==> src/hw/tnn_pkg.sv <==
package tnn_pkg;

  localparam int FEAT_CNT = 4;
  localparam int FEAT_BITS = 4;
  localparam int HIDDEN_CNT = 8;
  localparam int CLASS_CNT = 4;
  localparam int CLASS_BITS = $clog2(CLASS_CNT);
  localparam int HIDDEN_IDX_BITS = $clog2(HIDDEN_CNT);
  localparam int SUM_BITS = FEAT_BITS + $clog2(FEAT_CNT + 1); // room for all features at max

  // bit [n][f] set means feature f enters neuron n with weight +1 or -1
  localparam logic [HIDDEN_CNT-1:0][FEAT_CNT-1:0] POS_MASK = {
    4'b0011, 4'b1000, 4'b0101, 4'b0000, 4'b1100, 4'b0010, 4'b1001, 4'b0110
  };
  localparam logic [HIDDEN_CNT-1:0][FEAT_CNT-1:0] NEG_MASK = {
    4'b0100, 4'b0011, 4'b1010, 4'b0001, 4'b0011, 4'b1101, 4'b0110, 4'b1000
  };

  // class 1 has an empty compressed row
  localparam logic [CLASS_CNT:0][7:0] ROW_PTRS = {8'd14, 8'd9, 8'd4, 8'd4, 8'd0};
  localparam int NONZERO_TOTAL = int'(ROW_PTRS[CLASS_CNT]);
  localparam logic [NONZERO_TOTAL-1:0][7:0] COL_INDICES = {
    8'd7, 8'd5, 8'd3, 8'd1, 8'd0,
    8'd6, 8'd4, 8'd3, 8'd2, 8'd1,
    8'd7, 8'd5, 8'd2, 8'd0
  };
  localparam logic [NONZERO_TOTAL-1:0] NZ_VALS = 14'b10110_01101_1001;

  function automatic int row_maxlen();
    int m;
    m = 0;
    for (int c = 0; c < CLASS_CNT; c++) begin
      if (int'(ROW_PTRS[c+1]) - int'(ROW_PTRS[c]) > m) m = int'(ROW_PTRS[c+1]) - int'(ROW_PTRS[c]);
    end
    return m;
  endfunction

  localparam int MAXLEN = row_maxlen();
  localparam int SCORE_BITS = $clog2(MAXLEN + 1);
  localparam int STEP_BITS = $clog2(HIDDEN_CNT > NONZERO_TOTAL ? HIDDEN_CNT : NONZERO_TOTAL);

  typedef struct packed {
    logic [FEAT_CNT-1:0][FEAT_BITS-1:0] feat;
  } tnn_features_t;

  typedef logic [HIDDEN_CNT-1:0] tnn_hidden_t; // bit i is neuron i

  typedef struct packed {
    logic [CLASS_CNT-1:0][SCORE_BITS-1:0] score;
  } tnn_scores_t;

  typedef enum logic [1:0] {PH_IDLE, PH_LAYER1, PH_LAYER2, PH_DONE} tnn_phase_t;

endpackage

==> src/hw/tnn_ctrl.sv <==
`timescale 1ns/100ps

module tnn_ctrl (
  input  logic               clk,
  input  logic               rst_n,
  input  logic               start,
  input  logic               last,
  output tnn_pkg::tnn_phase_t phase,
  output logic               load,
  output logic               l1_step,
  output logic               l2_step,
  output logic               finish,
  output logic               done,
  output logic               busy
);

  import tnn_pkg::*;

  tnn_phase_t state;
  tnn_phase_t state_nxt;

  always_comb begin
    state_nxt = state;
    case (state)
      PH_IDLE: begin
        if (start) state_nxt = PH_LAYER1;
      end
      PH_LAYER1: begin
        if (last) state_nxt = PH_LAYER2;
      end
      PH_LAYER2: begin
        if (last) state_nxt = PH_DONE;
      end
      default: state_nxt = PH_IDLE; // the done state lasts a single cycle
    endcase
  end

  always_ff @(posedge clk or negedge rst_n) begin
    if (!rst_n) begin
      state <= PH_IDLE;
    end else begin
      state <= state_nxt;
    end
  end

  assign phase = state;
  assign load = start && (state == PH_IDLE); // starts during a run are dropped here
  assign l1_step = (state == PH_LAYER1);
  assign l2_step = (state == PH_LAYER2);

  // scores are complete once layer two has left, so the argmax samples in the done state
  assign finish = (state == PH_DONE);
  assign busy = (state != PH_IDLE);

  always_ff @(posedge clk or negedge rst_n) begin
    if (!rst_n) begin
      done <= 1'b0;
    end else begin
      done <= finish; // lines up with the new prediction
    end
  end

endmodule

==> src/hw/tnn_step_counter.sv <==
`timescale 1ns/100ps

module tnn_step_counter (
  input  logic                          clk,
  input  logic                          rst_n,
  input  tnn_pkg::tnn_phase_t           phase,
  output logic [tnn_pkg::STEP_BITS-1:0] step,
  output logic                          last
);

  import tnn_pkg::*;

  logic [STEP_BITS-1:0] limit;
  logic                 in_layer;

  always_comb begin
    case (phase)
      PH_LAYER1: limit = STEP_BITS'(HIDDEN_CNT - 1);
      PH_LAYER2: limit = STEP_BITS'(NONZERO_TOTAL - 1);
      default:   limit = '0;
    endcase
  end

  assign in_layer = (phase == PH_LAYER1) || (phase == PH_LAYER2);
  assign last = in_layer && (step == limit);

  // the phase only moves on last or out of a layer, so clearing there restarts every phase at 0
  always_ff @(posedge clk or negedge rst_n) begin
    if (!rst_n) begin
      step <= '0;
    end else if (!in_layer || last) begin
      step <= '0;
    end else begin
      step <= step + 1'b1;
    end
  end

endmodule

==> src/hw/ternary_layer.sv <==
`timescale 1ns/100ps

module ternary_layer (
  input  logic                          clk,
  input  logic                          rst_n,
  input  logic                          load,
  input  logic                          l1_step,
  input  tnn_pkg::tnn_features_t        features,
  input  logic [tnn_pkg::STEP_BITS-1:0] step,
  output tnn_pkg::tnn_hidden_t          hidden
);

  import tnn_pkg::*;

  tnn_features_t             feat_q;
  logic [HIDDEN_IDX_BITS-1:0] neuron;
  logic [SUM_BITS-1:0]        pos_sum;
  logic [SUM_BITS-1:0]        neg_sum;

  always_ff @(posedge clk) begin
    if (load) begin
      feat_q <= features;
    end
  end

  assign neuron = step[HIDDEN_IDX_BITS-1:0];

  // weight +1 and weight -1 features are summed apart so no signed math is needed
  always_comb begin
    pos_sum = '0;
    neg_sum = '0;
    for (int f = 0; f < FEAT_CNT; f++) begin
      if (POS_MASK[neuron][f]) begin
        pos_sum = pos_sum + SUM_BITS'(feat_q.feat[f]);
      end
      if (NEG_MASK[neuron][f]) begin
        neg_sum = neg_sum + SUM_BITS'(feat_q.feat[f]);
      end
    end
  end

  always_ff @(posedge clk or negedge rst_n) begin
    if (!rst_n) begin
      hidden <= '0;
    end else if (l1_step) begin
      hidden[neuron] <= (pos_sum > neg_sum); // equal sums give 0
    end
  end

endmodule

==> src/hw/xnor_layer.sv <==
`timescale 1ns/100ps

module xnor_layer (
  input  logic                          clk,
  input  logic                          rst_n,
  input  logic                          load,
  input  logic                          l2_step,
  input  logic [tnn_pkg::STEP_BITS-1:0] step,
  input  tnn_pkg::tnn_hidden_t          hidden,
  output tnn_pkg::tnn_scores_t          scores
);

  import tnn_pkg::*;

  logic [CLASS_BITS-1:0]      cur_class;
  logic [CLASS_BITS-1:0]      row_class;
  logic [7:0]                 nz_idx;
  logic [HIDDEN_IDX_BITS-1:0] col;
  logic                       match;

  assign nz_idx = 8'(step);

  // move past every row whose end the walk has reached, which also skips empty rows
  always_comb begin
    row_class = cur_class;
    for (int c = 0; c < CLASS_CNT - 1; c++) begin
      if (ROW_PTRS[int'(row_class) + 1] <= nz_idx) begin
        row_class = row_class + 1'b1;
      end
    end
  end

  assign col = COL_INDICES[step][HIDDEN_IDX_BITS-1:0];
  assign match = NZ_VALS[step] ~^ hidden[col];

  always_ff @(posedge clk or negedge rst_n) begin
    if (!rst_n) begin
      cur_class <= '0;
      scores <= '0;
    end else if (load) begin
      cur_class <= '0;
      scores <= '0;
    end else if (l2_step) begin
      cur_class <= row_class;
      scores.score[row_class] <= scores.score[row_class] + SCORE_BITS'(match);
    end
  end

endmodule

==> src/hw/argmax_tree.sv <==
`timescale 1ns/100ps

module argmax_tree (
  input  logic                           clk,
  input  logic                           rst_n,
  input  logic                           finish,
  input  tnn_pkg::tnn_scores_t           scores,
  output logic [tnn_pkg::CLASS_BITS-1:0] prediction
);

  import tnn_pkg::*;

  logic [CLASS_CNT-1:0][CLASS_BITS-1:0] idx;
  logic [CLASS_CNT-1:0][SCORE_BITS-1:0] val;

  // each level reduces in place with slot k taking the winner of slots 2k and 2k+1
  always_comb begin
    for (int c = 0; c < CLASS_CNT; c++) begin
      idx[c] = CLASS_BITS'(c);
      val[c] = scores.score[c];
    end
    for (int lvl = 0; lvl < CLASS_BITS; lvl++) begin
      for (int k = 0; k < CLASS_CNT / 2; k++) begin
        if (k < (CLASS_CNT >> (lvl + 1))) begin
          if (val[2*k+1] > val[2*k]) begin // a tie keeps the lower index on the left
            idx[k] = idx[2*k+1];
            val[k] = val[2*k+1];
          end else begin
            idx[k] = idx[2*k];
            val[k] = val[2*k];
          end
        end
      end
    end
  end

  always_ff @(posedge clk or negedge rst_n) begin
    if (!rst_n) begin
      prediction <= '0;
    end else if (finish) begin
      prediction <= idx[0];
    end
  end

endmodule

==> src/hw/seq_tnn.sv <==
`timescale 1ns/100ps

module seq_tnn (
  input  logic                           clk,
  input  logic                           rst_n,
  input  logic                           start,
  input  tnn_pkg::tnn_features_t         features,
  output logic [tnn_pkg::CLASS_BITS-1:0] prediction,
  output logic                           done,
  output logic                           busy
);

  import tnn_pkg::*;

  tnn_phase_t           phase;
  logic [STEP_BITS-1:0] step;
  logic                 last;
  logic                 load;
  logic                 l1_step;
  logic                 l2_step;
  logic                 finish;
  tnn_hidden_t          hidden;
  tnn_scores_t          scores;

  tnn_ctrl ctrl_i (
    .clk(clk), .rst_n(rst_n), .start(start), .last(last), .phase(phase),
    .load(load), .l1_step(l1_step), .l2_step(l2_step), .finish(finish),
    .done(done), .busy(busy)
  );

  tnn_step_counter counter_i (
    .clk(clk), .rst_n(rst_n), .phase(phase), .step(step), .last(last)
  );

  ternary_layer layer1_i (
    .clk(clk), .rst_n(rst_n), .load(load), .l1_step(l1_step),
    .features(features), .step(step), .hidden(hidden)
  );

  xnor_layer layer2_i (
    .clk(clk), .rst_n(rst_n), .load(load), .l2_step(l2_step),
    .step(step), .hidden(hidden), .scores(scores)
  );

  argmax_tree argmax_i (
    .clk(clk), .rst_n(rst_n), .finish(finish), .scores(scores), .prediction(prediction)
  );

endmodule

==> config.mk <==
export PLATFORM = sky130hd
export DESIGN_NAME = seq_tnn
export DESIGN_NICKNAME = d
export VERILOG_FILES = /design/src/hw/tnn_pkg.sv /design/src/hw/tnn_ctrl.sv /design/src/hw/tnn_step_counter.sv /design/src/hw/ternary_layer.sv /design/src/hw/xnor_layer.sv /design/src/hw/argmax_tree.sv /design/src/hw/seq_tnn.sv
export SDC_FILE = /design/constraint.sdc
export NUM_CORES = 1
export LEC_CHECK = 0
export ABC_AREA = 1
export BUFFER_PORTS_ARGS = -buffer_cell sky130_fd_sc_hd__buf_2
export CAP_MARGIN = 40
export CORE_ASPECT_RATIO = 0.8
export CORE_UTILIZATION = 45
export CTS_CLUSTER_DIAMETER = 200
export DETAILED_ROUTE_END_ITERATION = 8
export HOLD_SLACK_MARGIN = 0.08
export PLACE_DENSITY = 0.64
export REMOVE_ABC_BUFFERS = 1
export SETUP_SLACK_MARGIN = 0.15
export SYNTH_ARGS = -nofsm -noshare
export SYNTH_HDL_FRONTEND = slang
export SYNTH_HIERARCHICAL = 1
export SYNTH_SLANG_ARGS = --single-unit
==> constraint.sdc <==
create_clock -name clk -period 9.65 [get_ports clk]
set_input_delay 0.4825 -clock clk [delete_from_list [all_inputs] [get_ports clk]]
set_output_delay 0.4825 -clock clk [all_outputs]
set_load 0.02 [all_outputs]
==> results.md <==
- GPL Wtd Cong: 0.898
- Top cell type by total area after synthesis: ha_1
- Maxcap violations: 0
- Yosys Warn Count: 6
- Postcts setup bufs: 0
- DPL Wire Length: 8800 µm
- Synth-to-layout area growth: 8.35%
- CTS tree: yes
- Area of the core: 10400 µm²
- Status: completed
- Worst Hold Class: in -> async
- Number of global-route vias before repair: 4156
- First-pass GRT wire length: 18900 µm
- Dpl ws: 3.99 ns
- Top FF cell, synth: dfrtp_1
- CTS buffer count: 5
- Area after DPL: 5190 µm²
- Number of gates resized after cts: 0
- Critical Path End Type: flop
- Register area share after synthesis: 0.255
- Final Worst Setup Slack: 3.99 ns
- Cell count after synthesis: 661
- Skew-Pair Late Insertion Delay: 0.29 ns
- Worst r2r src: counter_i/step[2]
- Crit Path Max Fanout: 16
- Hold Fails Final Rpt: 0
- RSZ-0062 raised after global routing: no
- Worst R2R Path Depth: 39
- Clock root buffer: clkbuf_16
- Fin util: 0.511
- Simple-Gate Fraction of Synth Area: 0.290
- WL final: 10700 µm
- Critical path class: reg -> reg
- Normalized max-slew margin: 0.507
- Synthesized cell area: 4930 µm²
- Post-synth EDFFs: 16
- Worst-path clk slew: 0.07 ns
- Non-Filler Cell Area, Final: 5340 µm²
- Post-route ant nets: 0
- Post-synth ARST share: 0.660
- Post-synthesis mux area share: 0.00609
- Worst Setup SP: counter_i/step[2]
- Synthesized area per cell: 7.46 µm²
- Top cells by area, synth: ha_1 18%, dfrtp_1 16%, nand2_1 11%
- Count leader, synth: nand2_1
- Synth Area in Compound Gates: 0.136
- Clk sinks: 47
- Reg-to-Reg End: layer2_i/scores[5]
- CTS H-tree lvls: 2
- Clock skew: 0.00491 ns
- Die Wd: 119 µm
- DRC: 0
- R2R setup slack: 3.99 ns
- Min Tclk post-route: 5.66 ns
- CP peak stage delay: 0.80 ns
- I/O Pins: 23
- Grt ovf: 0
- Via density: 5.17
- Largest net degree at the start of global routing: 32
- Xor-xnor portion of the synthesized cell area: 0.0142
- Synth top area share: 0.183
- Via count: 4282
- I/O Buffers: 22
- Synth Register Bits: 47
- Synth cell count leaders: 150 x nand2_1, 98 x inv_1, 72 x ha_1, 54 x nand3_1, 42 x nor2_1
- Rows: 33
- Starting density of the core: 0.472
- N_diodes: 0
- Max-slew violations: 0
- Synth unique cells: 45
- Routed len/inst: 12.9 µm
- Die H: 95.6 µm
- Fin Setup TNS: 0 ns
- Max Freq: 0.177 GHz
- Layout cell share with drive strength beyond 1: 0.141
- Initial antenna violation count: 0
- Die ar.: 11400 µm²
- Post-CTS Hold Fix Bufs: 0
- Adder-cell area share of the yosys netlist: 0.207
- Main combinational cell family by area after synthesis: simple AND/OR/NAND/NOR gates
- Nets@finish: 784
- CTS Buffer Depth: 2
- CP Launch Type: flop
- All-Layer GR Usage: 0.207
- Slew @ Worst Pin: 0.734 ns
- CP required: 9.83 ns
- CP arrival: 5.84 ns
- DRT iter0 DRCs: 285
- Filler cell count: 1023
- Tcrit/Tclk final: 0.587
- Slowest CP cell: dfrtp_1
- Final setup vio count: 0
- Drt pass-1 iters: 5
- Worst setup path endpoint: layer2_i/scores[5]
[placed cells by master (no fill, tap or decap), types with 2 or more instances in the layout]
master / count
a21oi_1: 30
a21oi_2: 3
a31oi_1: 5
buf_2: 22
clkbuf_16: 5
dfrtp_1: 31
edfxtp_1: 16
fa_1: 6
ha_1: 72
inv_1: 98
inv_2: 12
inv_6: 3
mux2i_1: 3
nand2_1: 150
nand2_2: 14
nand2_4: 7
nand3_1: 54
nand3_2: 9
nand3_4: 2
nand3b_1: 4
nand4_1: 8
nor2_1: 42
nor2_2: 4
nor3_1: 2
o211ai_1: 6
o21ai_0: 21
o21ai_1: 22
o21ai_2: 7
o22ai_1: 7
xnor2_1: 4
xor2_1: 4
[sequential cells by signal, indices dropped and copies added (netlist names)]
name	flops
layer1_i/feat_q	16
layer2_i/scores	12
layer1_i/hidden	8
counter_i/step	4
argmax_i/prediction	2
ctrl_i/phase	2
layer2_i/cur_class	2
ctrl_i/done	1
[cell families (layout without fill, tap and decap cells)]
family	after synthesis	in the layout
AOI/OAI and AO/OA	109	109
DFF	47	47
buffers and inverters	116	143
adders and majority gates	78	78
muxes	3	3
and+or+nand+nor	300	300
xor gates and xnor gates	8	8
[worst max-delay path, delay by kind of cell, from the launching register on]
| family | cells | cell delay (ns) |
|---|---|---|
| AND/OR/NAND/NOR | 17 | 1.76 |
| adder cells (fa/ha/maj) | 7 | 1.60 |
| flip-flops | 1 | 0.80 |
| AO/OA/AOI/OAI | 6 | 0.72 |
| buffers and inverters | 9 | 0.66 |
[cell type report]
class / instances / area, µm² / area share
well taps: 140 / 175 / 0.0328
flip-flops and latches: 47 / 1260 / 0.235
inverters: 113 / 432 / 0.0808
multi-input cells: 498 / 3220 / 0.603
clock buffers: 5 / 125 / 0.0234
clock inverters: 3 / 22.5 / 0.00422
repair buffers: 22 / 110 / 0.0206
[per-layer routing]
metal / track usage / part of all wire / vias to the layer above
li1: - / - / 2233
met1: 0.298 / 0.54 / 1972
met2: 0.332 / 0.42 / 72
met3: 0.0347 / 0.035 / 5
met4: 0.0274 / 0.0051 / 0
met5: 0 / 0 / -
[worst min path at each step]
stage,to,slack (ns),cells after the start
global route,layer1_i/hidden[2],0.33,1
global placement,layer1_i/hidden[6],0.47,2
floorplan,argmax_i/prediction[0],0.19,0
detailed placement,layer1_i/hidden[5],0.48,2
CTS,counter_i/step[3],0.28,1
finish,layer1_i/hidden[6],0.24,1
[per-stage QoR]
stage / std cells / hold WS [ns]
after floorplan: 658 / 0.187
after CTS: 828 / 0.283
after detailed placement: 820 / 0.481
after global routing: 828 / 0.326
final: 828 / 0.244
after global placement: 820 / 0.470
Power is left out: the tool's default activity adds up to more than one toggle a clock period on the data nets, which glitch-free logic cannot reach.
